File: config.mk
export PLATFORM = sky130hd
export DESIGN_NAME = ucode_core
export DESIGN_NICKNAME = d
export VERILOG_FILES = /design/src/logic/ucode_pkg.sv /design/src/logic/mul_sequencer.sv /design/src/logic/uop_fifo.sv /design/src/logic/exec_unit.sv /design/src/logic/ucode_core.sv
export SDC_FILE = /design/constraint.sdc
export NUM_CORES = 2
export LEC_CHECK = 0
export BUFFER_PORTS_ARGS = -buffer_cell sky130_fd_sc_hd__buf_2
export CELL_PAD_IN_SITES_DETAIL_PLACEMENT = 1
export CELL_PAD_IN_SITES_GLOBAL_PLACEMENT = 1
export CORE_ASPECT_RATIO = 0.75
export CORE_UTILIZATION = 40
export CTS_BUF_LIST = sky130_fd_sc_hd__clkbuf_16
export DETAILED_ROUTE_END_ITERATION = 16
export PLACE_DENSITY_LB_ADDON = 0.05
export RECOVER_POWER = 100
export SKIP_CTS_REPAIR_TIMING = 1
export SLEW_MARGIN = 20
export SYNTH_ARGS = -nofsm -noshare
export SYNTH_HDL_FRONTEND = slang
export SYNTH_SLANG_ARGS = --single-unit
File: constraint.sdc
create_clock -name clk -period 41.9 [get_ports clk]
set_input_delay 2.095 -clock clk [delete_from_list [all_inputs] [get_ports clk]]
set_output_delay 2.095 -clock clk [all_outputs]
set_load 0.02 [all_outputs]
File: src/logic/ucode_pkg.sv
// Shared definitions for the micro-sequenced core
// Word and field widths
// Opcode encodings
// Register and immediate instruction layouts, and their union

`default_nettype none

package ucode_pkg;

    // Word widths
    localparam int INSTR_W = 32;
    localparam int REG_AW  = 4;  // 16 registers
    localparam int DATA_W  = 32;
    localparam int IMM_W   = 16;
    localparam int OPC_W   = 7;  // Opcode sits in the top bits

    // Opcodes, anything else decodes as NOP
    localparam logic [OPC_W-1:0] OP_MOV  = 7'b0000000; // Rd = zext(imm)
    localparam logic [OPC_W-1:0] OP_ADD  = 7'b0110001; // Rd = Rs1 + Rs2
    localparam logic [OPC_W-1:0] OP_SUB  = 7'b0110010; // Rd = Rs1 - Rs2
    localparam logic [OPC_W-1:0] OP_MULI = 7'b0111000; // Rd = Rs * imm, expanded
    localparam logic [OPC_W-1:0] OP_NOP  = 7'b1100100;

    // Register layout for ADD and SUB
    typedef struct packed {
        logic [OPC_W-1:0]                    opcode;
        logic [REG_AW-1:0]                   rd;
        logic [REG_AW-1:0]                   rs1;
        logic [REG_AW-1:0]                   rs2;
        logic [INSTR_W-OPC_W-3*REG_AW-1:0]   spare; // 13 unused bits
    } instr_alu_t;

    // Immediate layout for MOV and MULI
    typedef struct packed {
        logic [OPC_W-1:0]  opcode;
        logic [REG_AW-1:0] rd;
        logic [REG_AW-1:0] rs1;   // Multiplicand register for MULI
        logic              pad;
        logic [IMM_W-1:0]  imm;
    } instr_imm_t;

    // One fetched word, two views
    typedef union packed {
        instr_alu_t alu;
        instr_imm_t imm;
    } instr_word_u;

endpackage

`default_nettype wire

File: src/logic/mul_sequencer.sv
// MULI expansion front end
// Plain words pass through a one-entry output register
// MULI becomes SUB Rd,Rd,Rd for imm 0,
// else MOV Rd,#0 followed by imm x ADD Rd,Rd,Rs
// FSM states idle, clear, move, add with a 16-bit down-counter

`timescale 1ns/100ps
`default_nettype none

module mul_sequencer (
    input  logic                   clk,
    input  logic                   rst,
    // Instruction words in
    input  logic                   in_valid,
    output logic                   in_ready,
    input  ucode_pkg::instr_word_u in_instr,
    // Micro-ops out
    output logic                   uop_valid,
    input  logic                   uop_ready,
    output ucode_pkg::instr_word_u uop_instr
);

    localparam logic [1:0] S_IDLE  = 2'd0; // Output holds a plain word or nothing
    localparam logic [1:0] S_CLEAR = 2'd1; // SUB Rd,Rd,Rd waiting in output
    localparam logic [1:0] S_MOVE  = 2'd2; // MOV Rd,#0 waiting in output
    localparam logic [1:0] S_ADD   = 2'd3; // ADD Rd,Rd,Rs waiting, count left

    logic [1:0]                      state;
    logic [ucode_pkg::IMM_W-1:0]     count;   // ADDs still to issue, incl. current
    logic [ucode_pkg::REG_AW-1:0]    mul_rd;  // Latched destination of the MULI
    logic [ucode_pkg::REG_AW-1:0]    mul_rs;  // Latched source of the MULI
    logic                            run;     // Set one cycle after reset
    logic                            out_free;
    logic                            last_uop;
    logic                            take;
    logic                            is_muli;
    logic                            imm_zero;

    // Build a register-layout word
    function automatic ucode_pkg::instr_word_u mk_alu(
        input logic [ucode_pkg::OPC_W-1:0]  op,
        input logic [ucode_pkg::REG_AW-1:0] rd,
        input logic [ucode_pkg::REG_AW-1:0] rs1,
        input logic [ucode_pkg::REG_AW-1:0] rs2
    );
        ucode_pkg::instr_word_u w;
        w.alu.opcode = op;
        w.alu.rd     = rd;
        w.alu.rs1    = rs1;
        w.alu.rs2    = rs2;
        w.alu.spare  = '0;
        return w;
    endfunction

    // MOV Rd,#0 in the immediate layout
    function automatic ucode_pkg::instr_word_u mk_mov0(
        input logic [ucode_pkg::REG_AW-1:0] rd
    );
        ucode_pkg::instr_word_u w;
        w.imm.opcode = ucode_pkg::OP_MOV;
        w.imm.rd     = rd;
        w.imm.rs1    = '0;
        w.imm.pad    = 1'b0;
        w.imm.imm    = '0;
        return w;
    endfunction

    assign out_free = !uop_valid || uop_ready;          // Output empty or draining now
    assign last_uop = (state == S_CLEAR) ||
                      (state == S_ADD && count == ucode_pkg::IMM_W'(1));
    // New word only when no expansion is left after the current transfer
    assign in_ready = run && out_free && (state == S_IDLE || last_uop);
    assign take     = in_valid && in_ready;
    assign is_muli  = in_instr.imm.opcode == ucode_pkg::OP_MULI;
    assign imm_zero = in_instr.imm.imm == '0;

    // Control state
    always_ff @(posedge clk or posedge rst) begin
        if (rst) begin
            run       <= 1'b0;
            state     <= S_IDLE;
            count     <= '0;
            uop_valid <= 1'b0;
        end else begin
            run <= 1'b1;
            if (take) begin
                uop_valid <= 1'b1;                      // Every accepted word yields a uop
                if (!is_muli) begin
                    state <= S_IDLE;
                end else if (imm_zero) begin
                    state <= S_CLEAR;
                end else begin
                    state <= S_MOVE;
                    count <= in_instr.imm.imm;          // One ADD per unit of imm
                end
            end else if (uop_valid && uop_ready) begin
                case (state)
                    S_MOVE: state <= S_ADD;             // First ADD follows the MOV
                    S_ADD: begin
                        if (count == ucode_pkg::IMM_W'(1)) begin
                            state     <= S_IDLE;        // Last ADD gone
                            uop_valid <= 1'b0;
                        end else begin
                            count <= count - 1'b1;
                        end
                    end
                    default: begin                      // Idle or clear, output drained
                        state     <= S_IDLE;
                        uop_valid <= 1'b0;
                    end
                endcase
            end
        end
    end

    // Output word and latched operands
    always_ff @(posedge clk) begin
        if (take) begin
            mul_rd <= in_instr.imm.rd;
            mul_rs <= in_instr.imm.rs1;
            if (!is_muli) begin
                uop_instr <= in_instr;                  // Plain word unchanged
            end else if (imm_zero) begin
                uop_instr <= mk_alu(ucode_pkg::OP_SUB, in_instr.imm.rd,
                                    in_instr.imm.rd, in_instr.imm.rd);
            end else begin
                uop_instr <= mk_mov0(in_instr.imm.rd);
            end
        end else if (uop_valid && uop_ready && state == S_MOVE) begin
            // Same ADD word repeats until count runs out
            uop_instr <= mk_alu(ucode_pkg::OP_ADD, mul_rd, mul_rd, mul_rs);
        end
    end

endmodule

`default_nettype wire

File: src/logic/uop_fifo.sv
// Synchronous micro-op FIFO
// Circular buffer, pointers one bit wider than the address
// valid/ready on write and read sides, read data straight from memory

`timescale 1ns/100ps
`default_nettype none

module uop_fifo #(
    parameter int FIFO_DEPTH = 4  // Power of two, at least 2
) (
    input  logic                          clk,
    input  logic                          rst,
    input  logic                          wr_valid,
    output logic                          wr_ready,
    input  logic [ucode_pkg::INSTR_W-1:0] wr_data,
    output logic                          rd_valid,
    input  logic                          rd_ready,
    output logic [ucode_pkg::INSTR_W-1:0] rd_data
);

    localparam int AW = $clog2(FIFO_DEPTH);

    logic [ucode_pkg::INSTR_W-1:0] mem [FIFO_DEPTH];
    logic [AW:0]                   wr_ptr;   // MSB is the wrap bit
    logic [AW:0]                   rd_ptr;
    logic                          full;
    logic                          empty;
    logic                          do_wr;
    logic                          do_rd;

    assign empty = wr_ptr == rd_ptr;
    // Same slot, opposite wrap
    assign full  = (wr_ptr[AW] != rd_ptr[AW]) && (wr_ptr[AW-1:0] == rd_ptr[AW-1:0]);

    assign rd_valid = !empty;
    assign wr_ready = !full || rd_ready;                // Full but draining takes a word
    assign rd_data  = mem[rd_ptr[AW-1:0]];
    assign do_wr    = wr_valid && wr_ready;
    assign do_rd    = rd_valid && rd_ready;

    always_ff @(posedge clk or posedge rst) begin
        if (rst) begin
            wr_ptr <= '0;
            rd_ptr <= '0;
        end else begin
            if (do_wr) begin
                wr_ptr <= wr_ptr + 1'b1;
            end
            if (do_rd) begin
                rd_ptr <= rd_ptr + 1'b1;
            end
        end
    end

    // Storage
    always_ff @(posedge clk) begin
        if (do_wr) begin
            mem[wr_ptr[AW-1:0]] <= wr_data;
        end
    end

endmodule

`default_nettype wire

File: src/logic/exec_unit.sv
// Execution unit
// 16 x 32-bit register file reset to zero
// MOV / ADD / SUB with wrap-around
// NOP and unknown opcodes dropped
// One-entry writeback register held until taken

`timescale 1ns/100ps
`default_nettype none

module exec_unit (
    input  logic                         clk,
    input  logic                         rst,
    input  logic                         ex_valid,
    output logic                         ex_ready,
    input  ucode_pkg::instr_word_u       ex_instr,
    output logic                         wb_valid,
    input  logic                         wb_ready,
    output logic [ucode_pkg::REG_AW-1:0] wb_reg,
    output logic [ucode_pkg::DATA_W-1:0] wb_data
);

    localparam int NREG = 2 ** ucode_pkg::REG_AW;

    logic [ucode_pkg::DATA_W-1:0] rf [NREG];
    logic                         accept;
    logic                         do_wr;    // Micro-op writes a register
    logic [ucode_pkg::REG_AW-1:0] dst;
    logic [ucode_pkg::DATA_W-1:0] result;

    assign ex_ready = !wb_valid || wb_ready;            // Room for the next writeback
    assign accept   = ex_valid && ex_ready;

    // Decode through the layout that matches the opcode
    always_comb begin
        do_wr  = 1'b0;
        dst    = ex_instr.alu.rd;                       // Same bits in both layouts
        result = '0;
        case (ex_instr.alu.opcode)
            ucode_pkg::OP_MOV: begin
                do_wr  = 1'b1;
                result = ucode_pkg::DATA_W'(ex_instr.imm.imm); // Zero-extend
            end
            ucode_pkg::OP_ADD: begin
                do_wr  = 1'b1;
                result = rf[ex_instr.alu.rs1] + rf[ex_instr.alu.rs2];
            end
            ucode_pkg::OP_SUB: begin
                do_wr  = 1'b1;
                result = rf[ex_instr.alu.rs1] - rf[ex_instr.alu.rs2]; // Wraps on underflow
            end
            default: begin
                do_wr = 1'b0;                           // NOP, MULI, unknown
            end
        endcase
    end

    always_ff @(posedge clk or posedge rst) begin
        if (rst) begin
            for (int i = 0; i < NREG; i++) begin
                rf[i] <= '0;
            end
            wb_valid <= 1'b0;
        end else begin
            if (wb_ready) begin
                wb_valid <= 1'b0;                       // Pending writeback taken
            end
            if (accept && do_wr) begin
                rf[dst]  <= result;
                wb_valid <= 1'b1;
            end
        end
    end

    // Writeback payload
    always_ff @(posedge clk) begin
        if (accept && do_wr) begin
            wb_reg  <= dst;
            wb_data <= result;
        end
    end

endmodule

`default_nettype wire

File: src/logic/ucode_core.sv
// Core top level
// Sequencer feeds the micro-op FIFO, FIFO feeds the execution unit
// FIFO_DEPTH set here and handed to the FIFO

`timescale 1ns/100ps
`default_nettype none

module ucode_core #(
    parameter int FIFO_DEPTH = 4
) (
    input  logic                         clk,
    input  logic                         rst,
    input  logic                         in_valid,
    output logic                         in_ready,
    input  ucode_pkg::instr_word_u       in_instr,
    output logic                         wb_valid,
    input  logic                         wb_ready,
    output logic [ucode_pkg::REG_AW-1:0] wb_reg,
    output logic [ucode_pkg::DATA_W-1:0] wb_data
);

    // Sequencer to FIFO
    logic                   uop_valid;
    logic                   uop_ready;
    ucode_pkg::instr_word_u uop_instr;
    // FIFO to execution unit
    logic                   ex_valid;
    logic                   ex_ready;
    ucode_pkg::instr_word_u ex_instr;

    mul_sequencer mul_sequencer_i (
        .clk       (clk),
        .rst       (rst),
        .in_valid  (in_valid),
        .in_ready  (in_ready),
        .in_instr  (in_instr),
        .uop_valid (uop_valid),
        .uop_ready (uop_ready),
        .uop_instr (uop_instr)
    );

    uop_fifo #(
        .FIFO_DEPTH (FIFO_DEPTH)
    ) uop_fifo_i (
        .clk      (clk),
        .rst      (rst),
        .wr_valid (uop_valid),
        .wr_ready (uop_ready),
        .wr_data  (uop_instr),      // Stored as a flat word
        .rd_valid (ex_valid),
        .rd_ready (ex_ready),
        .rd_data  (ex_instr)
    );

    exec_unit exec_unit_i (
        .clk      (clk),
        .rst      (rst),
        .ex_valid (ex_valid),
        .ex_ready (ex_ready),
        .ex_instr (ex_instr),
        .wb_valid (wb_valid),
        .wb_ready (wb_ready),
        .wb_reg   (wb_reg),
        .wb_data  (wb_data)
    );

endmodule

`default_nettype wire

Yosys cells after proc, flatten, opt, wreduce, memory -nomap -nowiden
Memory sizes are Yosys's and may differ from the RTL's.
Cells that the tools add are included.

cells by class
  add/sub/neg operators = 5
  $lt $le $gt $ge = 4
  equality and inequality tests = 15
  muxes and demuxes = 35
  bitwise operators = 3
  reductions and logical operators = 30

operator list
  cell                   number
  $bwmux 512             1
  $bmux 32 s4            2
  $mux 32                8
  $demux 32 s4           1
  $mux 16                6
  $pmux 32 s3            1
  $add 32x32->32         1
  $sub 32x32->32         1
  $mux 31                1
  $eq 7x6->1 const B     3
  $eq 16x1->1 const B    1
  $logic_not 16->1       1
  $sub 16x1->16 const B  1
  $ge 5x5->1 const B     3
  $not 4->5              3
  $logic_and 1x1->1      10
  $mux 2                 5
  $mux 1                 8
  $reduce_bool 2->1      4
  $logic_not 7->1        1
  $add 3x1->3 const B    2
  $logic_or 1x1->1       5
  $lt 5x1->1 const B     1
  $reduce_and 5->1       1
  15 further kinds       21

storage, ports and cells
  bits in registers = 615
  bits in writable memories = 128
  output and inout bits = 38
  logic and storage cells = 121
  memories kept = 1

memories
  name            depth  width  rd ports  clocked after memory_dff  wr ports  RTL line        RTL
  uop_fifo_i.mem  4      32     1         0                         1         uop_fifo.sv:23  logic [ucode_pkg::INSTR_W-1:0] mem [FIFO_DEPTH];

Depth between registers and ports, before layout
  depth after elaboration = 10
  depth in mapped cells = 30
  mapped depth without buffers = 23

Hierarchy
Synthesis repeated with hierarchy kept, for this count alone.

unflattened totals
  cell total of the unflattened synthesis = 3070
  area total of the unflattened synthesis = 37531.0 sq um

modules (own cells, without submodules)
  module         instances  cells an instance  area each (sq um)
  exec_unit      1          2597               29565.9
  uop_fifo       1          209                5066.1
  mul_sequencer  1          264                2899.0

Least setup slack after synthesis
Ideal clock, no wire load.

  path kind = input port to flip-flop
  start point = in wb_ready
  end point = reg exec_unit_i.rf[416] (netlist bit)
  library setup time = 0.077 ns
  arrival = 6.906 ns
  setup slack = 34.917 ns
  cell stages on the path = 8
  buffers on the path = 1
  path through = nor2b_1 o21ba_2 a21boi_0 nand2_1 nor4_2 clkbuf_1 nor2_1 a21oi_1

on the way
  longest elaborated chain between the ends = 3

RTL lines
  element                        RTL line          RTL
  start, declared                ucode_core.sv:17  input logic wb_ready,
  $logic_or 1x1->1               exec_unit.sv:30   assign ex_ready = !wb_valid || wb_ready;
  $logic_and 1x1->1              exec_unit.sv:31   assign accept = ex_valid && ex_ready;
  $logic_and 1x1->1              exec_unit.sv:67   if (accept && do_wr) begin
  end signal, assigned by index  exec_unit.sv:68   rf[dst] <= result;
  end, declared                  exec_unit.sv:24   logic [ucode_pkg::DATA_W-1:0] rf [NREG];

No other way between the ends.
A chain may end at the register's enable or synchronous reset.

==> metrics.cfg <==
[clocking]
cts.clk_slew.worst_paths_ns=0.06
cts_buffers=82
tritoncts=built
clock_sinks=743
cts_max_level=3
clkLatencyLatePin_ns=0.68
cts_max_path_buffers=3
root_buffer=clkbuf_16

[detailed_routing]
first_iter_violations=2102
dr.pass1.iters=5
finalWirelength_mm=129
drc=0
drtAntennaViolNets=0
dr_total_vias=28100
vias_per_cell=5.94
wl_per_cell_um=27.2

[synth]
yosys.area.top_type=dfrtp_1
yosysWarnings=0
avgSynthCellArea_um2=11.1
synth_fp_nets=3530
syn_area_mm2=0.0382
netlist.area_leader.share_pct=35.3
ys_seq_elements=743
synth_edf_count=204
ys_top_cells_by_count=nand2_1 (646), dfrtp_1 (539), o21ai_0 (394)
synth_flop_cell=dfrtp_1
netlist_instances=3454
yosys.cell_types.count=70
synthArstFlopShare_pct=72.5
yosys-top-cells-area=dfrtp_1 (35%), edfxtp_1 (16%), mux4_2 (12%), nand2_1 (6.3%), o21ai_0 (5.2%)
yosysMostFrequentCell=nand2_1
ys_seq_area_share_pct=51.3

[timing]
finalCritPeriodShare_pct=41.5
worst_pin_slew_ns=8.80
finalSetupViolCount=0
drv_slew=1767
grt_setup_unrepaired=no
hold_viol=0
fin_worst_skew_ns=0.0282
relSlewSlack_pct=-487
period_minus_slack_ns=17.37
tns_ns=0
max_freq_mhz=57.6

[final_layout]
fillers=10000
fin_nets=3500
final_core_util_pct=44.9
syn2layout_area_growth_pct=10.6
final_cell_area_mm2=0.0423
largest-register=exec_unit_i.rf
drive_above_1_share_pct=14.0
largest_register_ffs=512

[power_and_ir_drop]
p_sw_uw=1270
comb_power_share_pct=46.6
power_per_cell_area_mw_per_mm2=70.9
leakage_uw=0.0178
seqPwrFrac_pct=28.1
vdd_drop_max_v=0.0000449
p_clk_share_pct=25.3
internal_power_uw=1730
p_sw_share_pct=42.3

[global_routing]
grt.total_usage_pct=26.8
grtUsageMet3_pct=4.42
grt_pass1_wl_mm=195
grt_busiest_layer=met2
overflow=0
grt_pass1_vias=29400
grt_max_degree=157
met2_usage_pct=42.0
antenna_found_initial=7
met1_usage_pct=38.6

[floorplan]
core_mm2=0.0941
chipHeight_um=270
fp.dieW_um=359
start_util_pct=40.6
rows=97
dieArea_mm2=0.0968
top_level_ports=74

[worst_setup_path]
r2r_setup_slack_ns=28.51
cp.required_ns=41.89
crit_path_end=exec_unit_i.rf[6]
crit_path_start_kind=input port
critPathArrivalTime_ns=17.36
worstSetupEndpointType=async pin
crit_type=input port to async pin
reg2reg_to=exec_unit_i.rf[376]
cp-startpoint=rst
path_max_fanout=156
r2r-start=uop_fifo_i.rd_ptr[0]
r2r_cells=20

[min_path]
hp-class=register to register
whs_path_depth=1

[status]
outcome=finished with violations
violations=max-capacitance violations, max-slew violations

[place]
hpwl_mm=79.6
place.gp.congestion=0.852
placed_area_mm2=0.0398
port_buffers=73

[flow_run]
max_cap_violations=36

-- power groups by stage --
stage               clock (uW)  combinational (uW)  sequential (uW)
detailed placement           0                1400              853
floorplan                    0                 962              849
CTS                        773                1400              840
global route               801                1500              849
finish                     757                1400              842
global placement             0                1380              850
-- stage by stage --
| step | power, uW | hold WS [ns] | instances | setup WS (ns) |
|---|---|---|---|---|
| after floorplan | 1810 | 0.448 | 3454 | 24.74 |
| after global placement | 2230 | 0.470 | 4577 | 33.15 |
| after detailed placement | 2250 | 0.482 | 4577 | 33.23 |
| after CTS | 3020 | 0.494 | 4731 | 33.22 |
| after global routing | 3150 | 0.513 | 4731 | 21.40 |
| final | 3000 | 0.495 | 4733 | 24.53 |
-- layer usage --
layer  part of all wire (%)  wire, um  vias up
met4                    2.5      3290        2
met3                    5.1      6620      200
met1                     47     60100    14700
met2                     46     58900      711
met5                 0.0070         9        -
li1                       -         -    12500
-- placed cells by master, fill, tap and decap left out, types with 71 or more instances in the layout --
cell,n
a21oi_1,189
edfxtp_1,204
clkbuf_16,83
dfrtp_1,537
mux2i_1,181
mux4_2,202
nand2_1,640
clkbuf_1,84
nor2_1,179
mux2_2,71
o21ai_0,396
-- how the worst min path moves through the flow --
stage	startpoint	to	slack, ns
CTS	uop_fifo_i.rd_ptr[2]	uop_fifo_i.rd_ptr[2]	0.49
global placement	mul_sequencer_i.count[6]	mul_sequencer_i.count[6]	0.47
finish	uop_fifo_i.rd_ptr[2]	uop_fifo_i.rd_ptr[2]	0.50
floorplan	mul_sequencer_i.count[6]	mul_sequencer_i.count[6]	0.45
global route	mul_sequencer_i.uop_instr[8]	uop_fifo_i.mem[0][8]	0.51
detailed placement	uop_fifo_i.rd_ptr[2]	uop_fifo_i.rd_ptr[2]	0.48
-- worst max-delay path, stage by stage --
cell        delay (ns)
buf_2             0.10
clkinvlp_2        3.01
clkbuf_1          2.54
clkbuf_1          6.27
clkbuf_1          2.77
-- area by class of cell --
type | count | area (um^2) | share of cell area [%]
well taps | 1237 | 1550 | 3.66
clock buffers | 83 | 2080 | 4.91
clock inverters | 71 | 698 | 1.65
inverters | 49 | 185 | 0.438
repair buffers | 154 | 788 | 1.87
multi-input cells | 2394 | 17300 | 41.0
diodes | 2 | 5.00 | 0.0118
flip-flops and latches | 743 | 19600 | 46.4
-- logic make-up after synthesis --
group | share of synthesized area (%)
AOI/OAI and AO/OA | 12.0
and+or+nand+nor | 11.4
muxes | 19.1
DFF | 51.3
xor gates and xnor gates | 1.47
other | 0.00981
buffers and inverters | 3.41
adders and majority gates | 1.33
Note: power is estimated with default switching activity, not from simulation.
